## src/verilog/axi_pkg.sv

```systemverilog
package axi_pkg;

    parameter int addr_w = 32;
    parameter int data_w = 32;
    parameter int id_w   = 4;

    typedef logic [addr_w-1:0] addr_t;
    typedef logic [data_w-1:0] word_t;
    typedef logic [id_w-1:0]   axi_id_t;

    typedef enum logic [1:0] {
        okay   = 2'b00,
        exokay = 2'b01,
        slverr = 2'b10,
        decerr = 2'b11
    } axi_resp_e;

    localparam logic [1:0] burst_incr = 2'b01;
    localparam logic [2:0] size_word  = 3'b010;  // 4 bytes per beat

    // AR and AW carry the same fields
    typedef struct packed {
        axi_id_t    id;
        addr_t      addr;
        logic [3:0] len;   // beats minus one
        logic [2:0] size;
    } axi_ar_t;

    typedef axi_ar_t axi_aw_t;

    typedef struct packed {
        axi_id_t   id;
        word_t     data;
        axi_resp_e resp;
        logic      last;
    } axi_r_t;

    typedef struct packed {
        word_t               data;
        logic [data_w/8-1:0] strb;
        logic                last;
    } axi_w_t;

    typedef struct packed {
        axi_id_t   id;
        axi_resp_e resp;
    } axi_b_t;

endpackage

```

## src/verilog/cache_pkg.sv

```systemverilog
package cache_pkg;

    // refill engine
    typedef enum logic [1:0] {
        rf_idle,
        rf_req,   // AR pending
        rf_recv,  // collecting R beats
        rf_done   // line handed back
    } refill_state_e;

    // writeback engine
    typedef enum logic [1:0] {
        wb_idle,
        wb_addr,
        wb_data,
        wb_bresp  // waiting on B
    } wb_state_e;

    // R beats are routed back by this AXI id
    typedef enum logic [axi_pkg::id_w-1:0] {
        id_icache = 4'd0,
        id_dcache = 4'd1
    } master_id_e;

endpackage

```

## src/verilog/axi_cache_bridge.sv

```systemverilog
`timescale 1ns/1ps

module axi_cache_bridge #(
    parameter int i_line_words = 8,
    parameter int d_line_words = 8
) (
    input  logic                              clk,
    input  logic                              rst_n,
    input  logic                              ic_rd_req,
    input  axi_pkg::addr_t                    ic_rd_addr,
    output logic                              ic_ret_valid,
    output axi_pkg::word_t [i_line_words-1:0] ic_ret_line,
    input  logic                              dc_rd_req,
    input  axi_pkg::addr_t                    dc_rd_addr,
    output logic                              dc_ret_valid,
    output axi_pkg::word_t [d_line_words-1:0] dc_ret_line,
    input  logic                              dc_wr_req,
    input  axi_pkg::addr_t                    dc_wr_addr,
    input  axi_pkg::word_t [d_line_words-1:0] dc_wr_line,
    output logic                              dc_wb_done,
    output axi_pkg::axi_resp_e                dc_wb_resp,
    output axi_pkg::axi_ar_t                  m_ar,
    output logic [1:0]                        m_ar_burst,
    output logic                              m_ar_valid,
    input  logic                              m_ar_ready,
    input  axi_pkg::axi_r_t                   m_r,
    input  logic                              m_r_valid,
    output logic                              m_r_ready,
    output axi_pkg::axi_aw_t                  m_aw,
    output logic [1:0]                        m_aw_burst,
    output logic                              m_aw_valid,
    input  logic                              m_aw_ready,
    output axi_pkg::axi_w_t                   m_w,
    output logic                              m_w_valid,
    input  logic                              m_w_ready,
    input  axi_pkg::axi_b_t                   m_b,
    input  logic                              m_b_valid,
    output logic                              m_b_ready
);
    axi_pkg::axi_ar_t i_ar;
    axi_pkg::axi_ar_t d_ar;
    logic             i_ar_valid;
    logic             i_ar_ready;
    logic             d_ar_valid;
    logic             d_ar_ready;
    logic             i_r_valid;
    logic             i_r_ready;
    logic             d_r_valid;
    logic             d_r_ready;

    // incrementing bursts only
    assign m_ar_burst = axi_pkg::burst_incr;
    assign m_aw_burst = axi_pkg::burst_incr;

    line_refill #(
        .line_words (i_line_words),
        .master_id  (cache_pkg::id_icache)
    ) u_i_refill (
        .clk       (clk),
        .rst_n     (rst_n),
        .rd_req    (ic_rd_req),
        .rd_addr   (ic_rd_addr),
        .ret_valid (ic_ret_valid),
        .ret_line  (ic_ret_line),
        .ar        (i_ar),
        .ar_valid  (i_ar_valid),
        .ar_ready  (i_ar_ready),
        .r         (m_r),
        .r_valid   (i_r_valid),
        .r_ready   (i_r_ready)
    );

    line_refill #(
        .line_words (d_line_words),
        .master_id  (cache_pkg::id_dcache)
    ) u_d_refill (
        .clk       (clk),
        .rst_n     (rst_n),
        .rd_req    (dc_rd_req),
        .rd_addr   (dc_rd_addr),
        .ret_valid (dc_ret_valid),
        .ret_line  (dc_ret_line),
        .ar        (d_ar),
        .ar_valid  (d_ar_valid),
        .ar_ready  (d_ar_ready),
        .r         (m_r),
        .r_valid   (d_r_valid),
        .r_ready   (d_r_ready)
    );

    // sole owner of the write channels
    line_writeback #(
        .line_words (d_line_words)
    ) u_writeback (
        .clk      (clk),
        .rst_n    (rst_n),
        .wr_req   (dc_wr_req),
        .wr_addr  (dc_wr_addr),
        .wr_line  (dc_wr_line),
        .wb_done  (dc_wb_done),
        .wb_resp  (dc_wb_resp),
        .aw       (m_aw),
        .aw_valid (m_aw_valid),
        .aw_ready (m_aw_ready),
        .w        (m_w),
        .w_valid  (m_w_valid),
        .w_ready  (m_w_ready),
        .b        (m_b),
        .b_valid  (m_b_valid),
        .b_ready  (m_b_ready)
    );

    read_arbiter u_read_arbiter (
        .clk        (clk),
        .rst_n      (rst_n),
        .i_ar       (i_ar),
        .i_ar_valid (i_ar_valid),
        .i_ar_ready (i_ar_ready),
        .d_ar       (d_ar),
        .d_ar_valid (d_ar_valid),
        .d_ar_ready (d_ar_ready),
        .i_r_valid  (i_r_valid),
        .i_r_ready  (i_r_ready),
        .d_r_valid  (d_r_valid),
        .d_r_ready  (d_r_ready),
        .m_ar       (m_ar),
        .m_ar_valid (m_ar_valid),
        .m_ar_ready (m_ar_ready),
        .m_r        (m_r),
        .m_r_valid  (m_r_valid),
        .m_r_ready  (m_r_ready)
    );

endmodule

```

## src/verilog/line_refill.sv

```systemverilog
`timescale 1ns/1ps

module line_refill #(
    parameter int                    line_words = 8,
    parameter cache_pkg::master_id_e master_id  = cache_pkg::id_icache
) (
    input  logic                            clk,
    input  logic                            rst_n,
    input  logic                            rd_req,
    input  axi_pkg::addr_t                  rd_addr,
    output logic                            ret_valid,
    output axi_pkg::word_t [line_words-1:0] ret_line,
    output axi_pkg::axi_ar_t                ar,
    output logic                            ar_valid,
    input  logic                            ar_ready,
    input  axi_pkg::axi_r_t                 r,
    input  logic                            r_valid,
    output logic                            r_ready
);
    localparam int cnt_w = (line_words > 1) ? $clog2(line_words) : 1;

    cache_pkg::refill_state_e        state;
    cache_pkg::refill_state_e        state_next;
    axi_pkg::addr_t                  addr_q;
    logic [cnt_w-1:0]                beat_cnt;
    axi_pkg::word_t [line_words-1:0] line_q;
    logic                            beat_ok;

    assign beat_ok = r_valid && r_ready;

    always_ff @(posedge clk or negedge rst_n) begin
        if (!rst_n) begin
            state <= cache_pkg::rf_idle;
        end else begin
            state <= state_next;
        end
    end

    always_comb begin
        state_next = state;
        case (state)
            cache_pkg::rf_idle: begin
                if (rd_req) begin
                    state_next = cache_pkg::rf_req;
                end
            end
            cache_pkg::rf_req: begin
                if (ar_ready) begin
                    state_next = cache_pkg::rf_recv;
                end
            end
            cache_pkg::rf_recv: begin
                if (beat_ok && r.last) begin
                    state_next = cache_pkg::rf_done;
                end
            end
            default: state_next = cache_pkg::rf_idle;  // done lasts one cycle
        endcase
    end

    // cleared while the address is out
    always_ff @(posedge clk or negedge rst_n) begin
        if (!rst_n) begin
            beat_cnt <= '0;
        end else if (state == cache_pkg::rf_req) begin
            beat_cnt <= '0;
        end else if (beat_ok) begin
            beat_cnt <= beat_cnt + 1'b1;
        end
    end

    always_ff @(posedge clk) begin
        if (state == cache_pkg::rf_idle && rd_req) begin
            addr_q <= rd_addr;
        end
        if (beat_ok) begin
            line_q[beat_cnt] <= r.data;
        end
    end

    assign ar = '{id: master_id, addr: addr_q, len: 4'(line_words - 1),
                  size: axi_pkg::size_word};
    assign ar_valid  = (state == cache_pkg::rf_req);
    assign r_ready   = (state == cache_pkg::rf_recv);
    assign ret_valid = (state == cache_pkg::rf_done);
    assign ret_line  = line_q;

    // cache waits for ret_valid before the next strobe
    a_req_idle: assert property (@(posedge clk) disable iff (!rst_n)
        rd_req |-> state == cache_pkg::rf_idle)
        else $error("rd_req while refill busy");

    // slave burst length must match the line
    a_last_beat: assert property (@(posedge clk) disable iff (!rst_n)
        beat_ok |-> (r.last == (beat_cnt == cnt_w'(line_words - 1))))
        else $error("rlast out of step with beat count");

endmodule

```

## src/verilog/line_writeback.sv

```systemverilog
`timescale 1ns/1ps

module line_writeback #(
    parameter int line_words = 8
) (
    input  logic                            clk,
    input  logic                            rst_n,
    input  logic                            wr_req,
    input  axi_pkg::addr_t                  wr_addr,
    input  axi_pkg::word_t [line_words-1:0] wr_line,
    output logic                            wb_done,
    output axi_pkg::axi_resp_e              wb_resp,
    output axi_pkg::axi_aw_t                aw,
    output logic                            aw_valid,
    input  logic                            aw_ready,
    output axi_pkg::axi_w_t                 w,
    output logic                            w_valid,
    input  logic                            w_ready,
    input  axi_pkg::axi_b_t                 b,
    input  logic                            b_valid,
    output logic                            b_ready
);
    localparam int cnt_w = (line_words > 1) ? $clog2(line_words) : 1;

    cache_pkg::wb_state_e            state;
    cache_pkg::wb_state_e            state_next;
    axi_pkg::addr_t                  addr_q;
    axi_pkg::word_t [line_words-1:0] line_q;
    logic [cnt_w-1:0]                beat_cnt;
    logic                            last_beat;
    logic                            done_q;
    axi_pkg::axi_resp_e              resp_q;

    assign last_beat = (beat_cnt == cnt_w'(line_words - 1));

    always_ff @(posedge clk or negedge rst_n) begin
        if (!rst_n) begin
            state <= cache_pkg::wb_idle;
        end else begin
            state <= state_next;
        end
    end

    always_comb begin
        state_next = state;
        case (state)
            cache_pkg::wb_idle: if (wr_req) state_next = cache_pkg::wb_addr;
            cache_pkg::wb_addr: if (aw_ready) state_next = cache_pkg::wb_data;
            cache_pkg::wb_data: if (w_ready && last_beat) state_next = cache_pkg::wb_bresp;
            default:            if (b_valid) state_next = cache_pkg::wb_idle;
        endcase
    end

    always_ff @(posedge clk or negedge rst_n) begin
        if (!rst_n) begin
            beat_cnt <= '0;
            done_q   <= 1'b0;
        end else begin
            done_q <= (state == cache_pkg::wb_bresp) && b_valid;  // one-cycle pulse
            if (state == cache_pkg::wb_addr) begin
                beat_cnt <= '0;
            end else if (w_valid && w_ready) begin
                beat_cnt <= beat_cnt + 1'b1;
            end
        end
    end

    always_ff @(posedge clk) begin
        if (state == cache_pkg::wb_idle && wr_req) begin
            addr_q <= wr_addr;
            line_q <= wr_line;
        end
        if (b_valid && b_ready) begin
            resp_q <= b.resp;
        end
    end

    assign aw = '{id: cache_pkg::id_dcache, addr: addr_q, len: 4'(line_words - 1),
                  size: axi_pkg::size_word};
    assign aw_valid = (state == cache_pkg::wb_addr);
    assign w        = '{data: line_q[beat_cnt], strb: '1, last: last_beat};  // full words only
    assign w_valid  = (state == cache_pkg::wb_data);
    assign b_ready  = (state == cache_pkg::wb_bresp);
    assign wb_done  = done_q;
    assign wb_resp  = resp_q;

    a_req_idle: assert property (@(posedge clk) disable iff (!rst_n)
        wr_req |-> state == cache_pkg::wb_idle)
        else $error("wr_req while writeback busy");

    // response must come back for the id sent on AW
    a_bid: assert property (@(posedge clk) disable iff (!rst_n)
        (b_valid && b_ready) |-> b.id == cache_pkg::id_dcache)
        else $error("bid does not match writeback id");

endmodule

```

## src/verilog/read_arbiter.sv

```systemverilog
`timescale 1ns/1ps

module read_arbiter (
    input  logic             clk,
    input  logic             rst_n,
    input  axi_pkg::axi_ar_t i_ar,
    input  logic             i_ar_valid,
    output logic             i_ar_ready,
    input  axi_pkg::axi_ar_t d_ar,
    input  logic             d_ar_valid,
    output logic             d_ar_ready,
    output logic             i_r_valid,
    input  logic             i_r_ready,
    output logic             d_r_valid,
    input  logic             d_r_ready,
    output axi_pkg::axi_ar_t m_ar,
    output logic             m_ar_valid,
    input  logic             m_ar_ready,
    input  axi_pkg::axi_r_t  m_r,
    input  logic             m_r_valid,
    output logic             m_r_ready
);
    cache_pkg::master_id_e grant_q;
    cache_pkg::master_id_e grant;
    logic                  owned_q;      // grant frozen once AR is shown
    logic                  addr_sent_q;  // burst in flight
    logic                  sel_d;
    logic                  r_to_i;
    logic                  r_to_d;

    // dcache wins a tie
    assign grant = owned_q ? grant_q : (d_ar_valid ? cache_pkg::id_dcache : cache_pkg::id_icache);
    assign sel_d = (grant == cache_pkg::id_dcache);

    assign m_ar       = sel_d ? d_ar : i_ar;
    assign m_ar_valid = !addr_sent_q && (sel_d ? d_ar_valid : i_ar_valid);
    assign i_ar_ready = !addr_sent_q && !sel_d && m_ar_ready;
    assign d_ar_ready = !addr_sent_q && sel_d && m_ar_ready;

    assign r_to_i    = (m_r.id == cache_pkg::id_icache);
    assign r_to_d    = (m_r.id == cache_pkg::id_dcache);
    assign i_r_valid = m_r_valid && r_to_i;
    assign d_r_valid = m_r_valid && r_to_d;
    assign m_r_ready = (r_to_i && i_r_ready) || (r_to_d && d_r_ready);

    always_ff @(posedge clk or negedge rst_n) begin
        if (!rst_n) begin
            grant_q     <= cache_pkg::id_icache;
            owned_q     <= 1'b0;
            addr_sent_q <= 1'b0;
        end else if (m_r_valid && m_r_ready && m_r.last) begin
            owned_q     <= 1'b0;
            addr_sent_q <= 1'b0;
        end else begin
            if (!owned_q && m_ar_valid) begin
                owned_q <= 1'b1;
                grant_q <= grant;
            end
            if (m_ar_valid && m_ar_ready) begin
                addr_sent_q <= 1'b1;
            end
        end
    end

    a_rid_grant: assert property (@(posedge clk) disable iff (!rst_n)
        m_r_valid |-> (addr_sent_q && m_r.id == grant_q))
        else $error("rid does not match current grant");

endmodule
```

## config.mk

```make
export PLATFORM = sky130hd
export DESIGN_NAME = axi_cache_bridge
export DESIGN_NICKNAME = d
export VERILOG_FILES = /design/src/verilog/axi_pkg.sv /design/src/verilog/cache_pkg.sv /design/src/verilog/axi_cache_bridge.sv /design/src/verilog/line_refill.sv /design/src/verilog/line_writeback.sv /design/src/verilog/read_arbiter.sv
export SDC_FILE = /design/constraint.sdc
export NUM_CORES = 1
export LEC_CHECK = 0
export BUFFER_PORTS_ARGS = -buffer_cell sky130_fd_sc_hd__buf_2
export CORE_AREA = 2 2 412 414
export CTS_BUF_LIST = sky130_fd_sc_hd__clkbuf_16
export DETAILED_ROUTE_END_ITERATION = 10
export DIE_AREA = 0 0 414 416
export GPL_ROUTABILITY_DRIVEN = 0
export MAX_ROUTING_LAYER = met4
export PLACE_DENSITY_LB_ADDON = 0.3
export SYNTH_ARGS = -nofsm -noshare
export SYNTH_HDL_FRONTEND = slang
export SYNTH_HIERARCHICAL = 1
export SYNTH_SLANG_ARGS = --single-unit
```

## constraint.sdc

```tcl
create_clock -name clk -period 10.29 [get_ports clk]
set_clock_uncertainty 0.05 [all_clocks]
set_input_delay 0.5145 -clock clk [delete_from_list [all_inputs] [get_ports clk]]
set_output_delay 0.5145 -clock clk [all_outputs]
set_load 0.02 [all_outputs]
```

==> metrics.txt, run 1 <==
status=finished with violations; violated checks=design-rule violations; crit-path cells=buf_4 > mux4_1 > mux2_2 > buf_2; Power Density=222 mW/mm²; Fmax achieved=between 200 and 250 MHz; Synth async-reset ratio=0.0248; Leak=16.9 nW; share of the yosys chip area belonging to registers=0.869; Layout Nets=3,133; Initial Util=0.182; Root Buffer=clkbuf_16; top_reg_cell synth=edfxtp_1; WS Path Type=flop to primary output; vias=17,600; WP data arrival=between 3 and 4 ns; P_sw=between 2 and 3 mW; number of global-route vias before repair=18,600; Bufs and invs on worst path=2; Synth Area per Inst=24.7 µm²; final hold vios=0; total gr overflow=0; Pre-antenna DRT Iters=11; dpl cell area=0.0384 mm²; share of power burned in registers=0.449; max_slew headroom=0.371; H-tree depth=3; die area=between 0.15 and 0.2 mm²; synthesis-stage register bit count=888; clock sinks=888; slowest stage delay, CP=0.78 ns; Yosys Warn Count=6; WL final=roughly 100 mm; CTS clk-pin slew, worst paths=about 0.06 ns; placed cells=around 4,500; area grow syn2layout=47.7%; commonest non-fill, non-tap cell in the layout=buf_2; final instance area=0.0452 mm²; DP HPWL=67.5 mm; sw frac=0.280; routed len/inst=19.8 µm; EDFF count, synth=866; FILL cells=17,100; WHS=0.126 ns; maximum vdd drop=0.000149 V; post-route insts no fill=5,018; first-pass GRT wire length=around 140 mm; final worst slack=around 6.1 ns; clock share of power=0.346; max-cap violations=0; row cnt=around 150; Synth cell types=44; worst hold path class=input pin to flop; crit share post-route=0.412; clock buffer count from CTS=96; total track usage=0.115; Die Wd=414 µm; Detail Route Antenna Nets=0; initial DRC count=929; Final min period=4.24 ns; port bufs=1,020; Worst-Margin Slew=0.944 ns; most frequent cells in the layout=1,020 x buf_2, 866 x edfxtp_1, 356 x dlygate4sd3_1; CORE AREA=0.168 mm²; worst skew pair latency=0.71 ns; Worst Setup Start Kind=flop; Post-Syn Instances=roughly 1,200; top cell family by delay on the critical path=multiplexers; Die Ht=about 420 µm; critical path endpoint category=primary output; largest net degree at the start of global routing=between 60 and 70; DP Worst Slack=~6.6 ns; combinational share of power=0.205; CTS tree=built; Critical Path RT=between 9 and 10 ns; critical path's slowest cell=dfrtp_4; RSZ-0062 raised after global routing=false; endpoints failing setup=0; worst-path maximum fanout=41; Pins Over Slew Limit=0; io pins=1,056; cell internal pwr=approximately 7.2 mW; layout cells sized above 1=0.477; Mapped Area=between 0.03 and 0.04 mm²; Vias/cell=between 3 and 4; initial antenna violation count=15; Setup TNS=0 ns; clock buffer depth=3; DRC=3
-- layout make-up --
type | count | area (µm²) | area share
Antenna cell | 11 | 27.5 | 0.000610
Clock buffer | 96 | 2400 | 0.0532
Clock inverter | 83 | 774 | 0.0172
Inverter | 12 | 45.0 | 0.000998
Multi-Input combinational cell | 307 | 3690 | 0.0817
Sequential cell | 888 | 26600 | 0.588
Tap cell | 2218 | 2780 | 0.0615
Timing Repair Buffer | 1403 | 8870 | 0.196
-- worst paths after layout --
path | from | to | slack (ns) | depth (start not counted)
max in group asynchronous | rst_n | u_writeback/beat_cnt[0] | 9.29 | 2
min in group asynchronous | rst_n | u_read_arbiter/owned_q | 0.36 | 2
min | m_r[12] | u_d_refill/ret_line[201] | 0.13 | 1
max reg2reg | u_writeback/state[1] | u_writeback/line_q[153] | 6.68 | 5
max | u_writeback/beat_cnt[0] | m_w[7] | 6.05 | 4
min reg2reg | u_read_arbiter/grant_q[0] | u_read_arbiter/grant_q[0] | 0.45 | 1
-- registers in the layout (all words and copies together) (netlist names) --
signal	count
u_read_arbiter/grant_q	4
u_writeback/state	2
u_read_arbiter/owned_q	1
u_writeback/beat_cnt	3
u_writeback/line_q	256
u_d_refill/ret_line	256
u_i_refill/ret_line	256
u_read_arbiter/addr_sent_q	1
u_writeback/addr_q	32
u_d_refill/state	2
u_i_refill/beat_cnt	3
u_writeback/wb_done	1
u_i_refill/state	2
u_i_refill/addr_q	32
u_d_refill/addr_q	32
u_writeback/wb_resp	2
u_d_refill/beat_cnt	3
-- power by group through the flow --
stage / Clock [mW] / Sequential, mW / Combinational (mW)
after detailed placement: 0 / 4.58 / 2.00
after CTS: 3.58 / 4.50 / 2.12
after global routing: 3.73 / 4.53 / 2.19
after floorplan: 0 / 4.61 / 1.30
final: 3.46 / 4.50 / 2.05
after global placement: 0 / 4.57 / 2.00
-- worst register-to-register path, stage by stage, from the launching register on --
cell and delay [ns]:
dfrtp_1 0.41, inv_1 0.09, ha_1 0.19, and2_4 0.75, buf_4 0.86, buf_4 0.83
-- layer usage --
layer / wire [µm] / vias up / GRT usage
met5: 0 / - / -
met2: 53500 / 842 / 0.208
met3: 6500 / 183 / 0.0310
met4: 3470 / 0 / 0.0463
li1: - / 7910 / -
met1: 36100 / 8710 / 0.117
-- metrics by stage --
stage           util  power (mW)
4_1_cts        0.268        10.2
3_3_place_gp   0.228        6.57
5_1_grt        0.268        10.4
6_report       0.269        10.0
3_5_place_dp   0.228        6.58
2_1_floorplan      -        5.91
-- Yosys cell counts (3+ instances only) --
cell       count  share of area
conb_1         8        0.00098
nor3_1         8         0.0013
xor2_1         4         0.0011
buf_4         42          0.010
dfrtp_1       22          0.018
buf_2          7         0.0011
mux2_2        38          0.014
mux4_1        25          0.021
nand2_1       15         0.0018
ha_1          18         0.0074
o2bb2ai_1      3        0.00086
inv_1         12         0.0015
edfxtp_1     866           0.85
nor2b_1        6         0.0012
a21oi_1        6        0.00098
mux4_2        39          0.029
mux2_4        38          0.019
clkbuf_1       6        0.00074
nor2_1        21         0.0026
nand3_1       12         0.0020
nand2b_1       5         0.0010
buf_6          6         0.0022
-- cells by family (layout without fill, tap and decap cells) --
group | Yosys count | count (layout) | synth area share
flops | 888 | 888 | 0.869
other cells | 8 | 52 | 0.000983
xor+xnor | 4 | 4 | 0.00115
buf+inv | 77 | 1594 | 0.0182
mux | 145 | 145 | 0.0850
compound gates | 19 | 19 | 0.00454
fa+ha+maj | 18 | 18 | 0.00737
simple gates | 80 | 80 | 0.0138
-- what timing repair did --
item	in CTS	in global routing
hold buffers	354	2
setup buffers	0	0
resized for setup	0	0
endpoints found under the hold margin	376	2
endpoints found under the setup margin	0	0
Power figures use the tool's default switching activity.
==> run 2: changes to the inputs <==
- ABC_AREA: default -> 1
- CORE_AREA: 2 2 412 414 -> 2 2 414 416
- DIE_AREA: 0 0 414 416 -> 0 0 416 418
- clock period: 10.29 -> 3.82 ns (I/O delays scaled with it)
==> run 2 against run 1 <==
Effect of this change: the run now ends clean; worst hold slack got worse by 0.013 ns; global-route usage rose by 0.71 points; non-clock buffer count rose by 78; sequential share of layout area fell by 2.5 points; clock power rose to 2.6 times the previous value; register-to-register slack got worse by 6.1 ns; critical path type is now input pin to flop; highest routed layer unchanged.
==> metrics.txt, run 2 <==
most area-consuming cells after synthesis=edfxtp_1 81%, nand2_1 7.1%, inv_1 3.5%, nand3_1 2.2%, dfrtp_1 1.7%; mux contribution to synthesized area=0 (-0.0850); Yosys top cell area share=0.813 (-0.0377); share of power burned in registers=0.444 (-0.005); Initial Util=0.189 (+0.00735); layout cells sized above 1=0.333 (-0.143); share of the yosys chip area belonging to registers=0.830 (-0.0385); status=completed; clock sinks=888 (unchanged); CTS tree=built; Final Util=0.279 (+0.0104); FILL cells=17,400 (+1.9%); synthesis-stage register bit count=888 (unchanged); final instance area=0.0472 mm² (+4.5%); Power Total=27.0 mW (+170%); vias=21,400 (+21%); clock buffer count from CTS=97 (+1.0%); Worst Setup Start Kind=input pin; area grow syn2layout=47.5%; DRC=0 (-3); largest net degree at the start of global routing=130 (+94%); critical path endpoint category=flop; Commonest cells post-synth=866 x edfxtp_1, 609 x nand2_1, 298 x inv_1; io pins=1,056 (unchanged); max-cap violations=0 (unchanged); DP HPWL=73.0 mm (+8.2%); Mapped Area=0.0320 mm² (+4.6%); crit share post-route=0.868; total track usage=0.122 (+0.00711); Synth async-reset ratio=0.0248 (unchanged); most common cell in the netlist=edfxtp_1; initial antenna violation count=11 (-4); Pins Over Slew Limit=0 (unchanged); Detail Route Antenna Nets=0 (unchanged); WP data arrival=3.94 ns (+0.27 ns); worst skew pair latency=0.73 ns (+0.02 ns); worst hold path class=input pin to flop; Compound-Gate Fraction of Synth Area=0.00313 (-0.00141); Die Ht=418 µm (+0.48%); CTS resizes=0 (unchanged); Final min period=3.31 ns; Synth cell types=25 (-43%); clock buffer depth=3 (unchanged); routed len/inst=18.1 µm (-8.9%); WL met3=6.47 mm (-0.55%); sw frac=0.308 (+0.0276); CTS clk-pin slew, worst paths=0.06 ns (about the same); Fmax achieved=302 MHz; Post-CTS Setup Bufs=0 (unchanged); metal1 wirelength=41.1 mm (+14%); Synth Area per Inst=15.0 µm² (-39%); number of global-route vias before repair=21,400 (+15%); Post-Synth Adder-Cell Area=0.00704 (-0.000326); dpl cell area=0.0399 mm² (+3.9%); Power Density=573 mW/mm² (+160%); most frequent cells in the layout=1,024 x buf_2, 866 x edfxtp_1, 608 x nand2_1; Setup TNS=0 ns (unchanged); Root Buffer=clkbuf_16; Seq. cell area=0.0266 mm² (unchanged); initial DRC count=1,143 (+23%); die area=0.174 mm² (+0.97%); WL final=108 mm (+8.0%); Pre-antenna DRT Iters=4 (-7); first-pass GRT wire length=149 mm (+9.5%); EDFF count, synth=866 (unchanged); post-route insts no fill=5,949 (+19%); Vias/cell=3.60 (+2.4%); Highest Signal Layer=met4; H-tree depth=3 (unchanged); Layout Nets=4,068 (+30%); combinational share of power=0.219 (+0.014); Synth Area in XOR/XNOR=0 (-0.00115); Met2 Wirelength=56.8 mm (+6.2%); Multi-input gate area=0.00385 mm² (+4.3%); Post-Syn Instances=2,130 (+72%); Synth area leader=edfxtp_1; Worst-Margin Slew=1.06 ns (+0.116 ns); Leak=19.7 nW (+17%); Yosys Warn Count=6 (unchanged); endpoints failing setup=0 (unchanged); RSZ-0062 raised after global routing=false; worst-path maximum fanout=4 (-90%); WHS=0.113 ns (-0.0131 ns); clock share of power=0.337 (-0.009); final hold vios=0 (unchanged); WS Path Type=input pin to flop; row cnt=151 (unchanged); placed cells=5,348 (+20%); CORE AREA=0.169 mm² (+0.56%); Post-Synth Simple-Gate Area=0.102 (+0.0877); max_slew headroom=0.294 (-0.0773); largest family of logic cells by synthesized area=simple AND/OR/NAND/NOR gates; cell internal pwr=18.7 mW (+160%); Die Wd=416 µm (+0.48%); Critical Path RT=4.44 ns (-5.29 ns); port bufs=1,024 (+0.39%); DP Worst Slack=1.14 ns (-5.47 ns); maximum vdd drop=0.000351 V (+140%); final worst slack=0.506 ns (-5.55 ns); commonest non-fill, non-tap cell in the layout=buf_2; top_reg_cell synth=edfxtp_1; P_sw=8.33 mW (+200%); total gr overflow=0 (unchanged)
run 2: cell count changes after synthesis, sizes merged, moves of 6 or more:
cell and delta:
mux2 -78, buf +35, nor2b -6, nor2 +10, nand2 +603, mux4 -64
nand3 +130, inv +290
run 2: what timing repair did:
action	in CTS	in global routing
hold buffers	414	0
endpoints found under the hold margin	912	0
setup endpoints to repair	0	0
run 2: cell type report:
| cell class | instances | area share |
|---|---|---|
| clock buffer | 97 | 0.0515 |
| inverter | 302 | 0.0243 |
| timing repair buffer | 1481 | 0.205 |
| sequential | 888 | 0.563 |
| clock inverter | 79 | 0.0145 |
| multi-input combinational | 873 | 0.0816 |
| tap | 2218 | 0.0588 |
| antenna | 11 | 0.000584 |
run 2: worst paths after layout:
kind / slack, ns / cells after the start / endpoint / startpoint
max: 0.51 / 13 / u_i_refill/state[0] / m_r[37]
min: 0.11 / 2 / u_writeback/line_q[132] / dc_wr_line[132]
max reg2reg: 0.54 / 15 / u_i_refill/state[0] / u_d_refill/state[1]
min reg2reg: 0.43 / 2 / u_read_arbiter/grant_q[0] / u_read_arbiter/grant_q[0]
max in group asynchronous: 3.05 / 4 / u_writeback/beat_cnt[0] / rst_n
min in group asynchronous: 0.46 / 4 / u_i_refill/state[0] / rst_n
run 2: kinds of logic after synthesis:
group,after synthesis
buffers and inverters,402
AND/OR/NAND/NOR,798
AO/OA/AOI/OAI,16
flip-flops,888
other,8
adder cells (fa/ha/maj),18
run 2: power groups by stage:
stage,registers [mW],clock network [mW],logic [mW]
6_report,12.0,9.12,5.92
5_1_grt,12.1,9.80,6.57
4_1_cts,12.0,9.42,6.08
3_5_place_dp,12.2,0,5.62
3_3_place_gp,12.2,0,5.62
2_1_floorplan,12.4,0,3.36
run 2: metal layers:
metal  vias to the layer above  global-route usage
met1                     10300               0.132
met2                       832               0.217
met3                       168              0.0285
met5                         -                   -
met4                         0              0.0449
li1                      10100                   -
run 2: critical path, stage by stage:
cell and delay, ns:
dlygate4sd3_1 0.53, buf_2 0.12, nor2_1 0.27, dlygate4sd3_1 0.63, nand2_1 0.05, nor2_1 0.21, nand2_1 0.07, dlygate4sd3_1 0.55
nand2_1 0.10, nand3_1 0.08, dlygate4sd3_1 0.56, nand2_1 0.05, dlygate4sd3_1 0.53
==> run 3: changes to the inputs <==
- REMOVE_ABC_BUFFERS: default -> 1
- SKIP_CTS_REPAIR_TIMING: default -> 1
==> run 3 against run 2 <==
Effect of this change: global-route usage is 0.72 points lower; combinational power fell by 2%; final area shrank 0.11%; largest power group unchanged; highest routed layer unchanged.
==> metrics.txt, run 3 (synthesis gave the netlist of run 2 again) <==
Worst Setup Start Kind=flop; Root Buffer=clkbuf_16; worst-path maximum fanout=34 (+30); Critical Path RT=4.36 ns (-0.08 ns); Initial Util=0.189 (unchanged); clock share of power=0.337 (about the same); max_slew headroom=0.444 (+0.151); CTS tree=built; worst r2r path cells=13 (-2); Worst Hold Launch=m_r[37]; worst hold endpoint=u_d_refill/state[0]; CORE AREA=0.169 mm² (unchanged); combinational share of power=0.216 (-0.003); initial antenna violation count=11 (unchanged); clock buffer count from CTS=96 (-1.0%); final hold vios=0 (unchanged); clock sinks=888 (unchanged); Hold Path Stages=8 (+6); dpl cell area=0.0399 mm² (about the same); clock buffer depth=3 (unchanged); Multi-input gate area=0.00384 mm² (-0.13%); Die Ht=418 µm (unchanged); post-route insts no fill=5,942 (-0.12%); share of power burned in registers=0.447 (+0.003); worst skew pair latency=0.71 ns (-0.02 ns); RSZ-0062 raised after global routing=false; die area=0.174 mm² (unchanged); layout cells sized above 1=0.334 (+0.00108); port bufs=1,024 (unchanged); CTS clk-pin slew, worst paths=0.06 ns (about the same); Power Total=26.9 mW (-0.59%); number of global-route vias before repair=19,200 (-10%); max-cap violations=0 (unchanged); reg-to-reg slack, setup=0.51 ns (-0.03 ns); Fmax achieved=302 MHz (+0.16%); maximum vdd drop=0.000443 V (+26%); Seq. cell area=0.0266 mm² (about the same); Power Density=571 mW/mm² (-0.49%); Detail Route Antenna Nets=0 (unchanged); H-tree depth=3 (unchanged); WHS=0.0338 ns (-0.0790 ns); Pre-antenna DRT Iters=5 (+1); routed len/inst=17.7 µm (-1.9%); P_sw=8.13 mW (-2.4%); most frequent cells in the layout=1,024 x buf_2, 866 x edfxtp_1, 609 x nand2_1; Die Wd=416 µm (unchanged); area grow syn2layout=47.3%; io pins=1,056 (unchanged); Worst-Margin Slew=0.834 ns (-0.226 ns); first-pass GRT wire length=139 mm (-6.5%); vias=21,400 (+0.11%); reg2reg end=u_i_refill/state[1]; row cnt=151 (unchanged); Final Util=0.279 (-0.000303); FILL cells=17,300 (-0.59%); Layout Nets=4,064 (-0.098%); Pins Over Slew Limit=0 (unchanged); sw frac=0.302 (-0.00554); WP data arrival=3.85 ns (-0.09 ns); commonest non-fill, non-tap cell in the layout=buf_2; WS Path Type=flop to flop; reg2reg start=u_d_refill/state[1]; Leak=19.7 nW (about the same); endpoints failing setup=0 (unchanged); Vias/cell=3.61 (+0.23%); status=completed; DP Worst Slack=1.24 ns (+0.0919 ns); critical path endpoint category=flop; final instance area=0.0471 mm² (-0.11%); DRC=0 (unchanged); WL final=105 mm (-2.0%); initial DRC count=1,319 (+15%); total gr overflow=0 (unchanged); largest net degree at the start of global routing=103 (-21%); Setup TNS=0 ns (unchanged); final worst slack=0.511 ns (+0.00512 ns); placed cells=5,348 (unchanged); crit share post-route=0.866 (-0.00134); DP HPWL=69.1 mm (-5.3%); worst hold path class=input pin to flop; Final min period=3.31 ns (-0.00512 ns); cell internal pwr=18.8 mW (+0.20%); total track usage=0.115 (-0.00723)
run 3: area by class of cell:
class                           count  area share
Sequential cell                   888       0.564
Timing Repair Buffer             1478       0.206
Multi-Input combinational cell    873      0.0816
Tap cell                         2218      0.0589
Clock buffer                       96      0.0510
Inverter                          302      0.0244
Clock inverter                     77      0.0139
Antenna cell                       10    0.000531
run 3: worst max-delay path by stage:
stage	start	end	slack, ns	cells past startpoint
after global placement	u_writeback/beat_cnt[0]	m_w[11]	1.23	8
after floorplan	u_writeback/state[0]	u_writeback/addr_q[0]	-3.15	4
after CTS	u_writeback/beat_cnt[0]	m_w[21]	0.38	8
after detailed placement	u_writeback/beat_cnt[0]	m_w[33]	1.24	8
after global routing	u_writeback/beat_cnt[0]	m_w[33]	0.25	8
final	u_d_refill/state[1]	u_i_refill/state[1]	0.51	13
run 3: per-layer routing:
metal | up-vias | global-route usage | routed length [µm]
li1 | 10100 | - | -
met1 | 10300 | 0.119 | 39400
met2 | 804 | 0.206 | 56700
met3 | 174 | 0.0277 | 6010
met4 | 0 | 0.0504 | 3300
met5 | - | - | 0
run 3: power by group through the flow:
stage / sequential (mW) / combinational (mW) / clock [mW]
after floorplan: 12.6 / 2.99 / 0
after global placement: 12.2 / 5.40 / 0
after detailed placement: 12.2 / 5.42 / 0
after CTS: 12.0 / 5.43 / 9.36
after global routing: 12.1 / 6.43 / 9.71
final: 12.0 / 5.79 / 9.06
run 3: critical path: stages, from the launching register on:
cell and delay (ns):
dfrtp_1 0.43, inv_1 0.10, ha_1 0.29, nand2_1 0.10, nand2_2 0.10, nand2_2 0.07
inv_2 0.48, nor3_1 0.10, inv_1 0.08, nand2_1 0.09, nand4_1 0.13, dlygate4sd3_1 0.57
nand2_1 0.05, dlygate4sd3_1 0.55
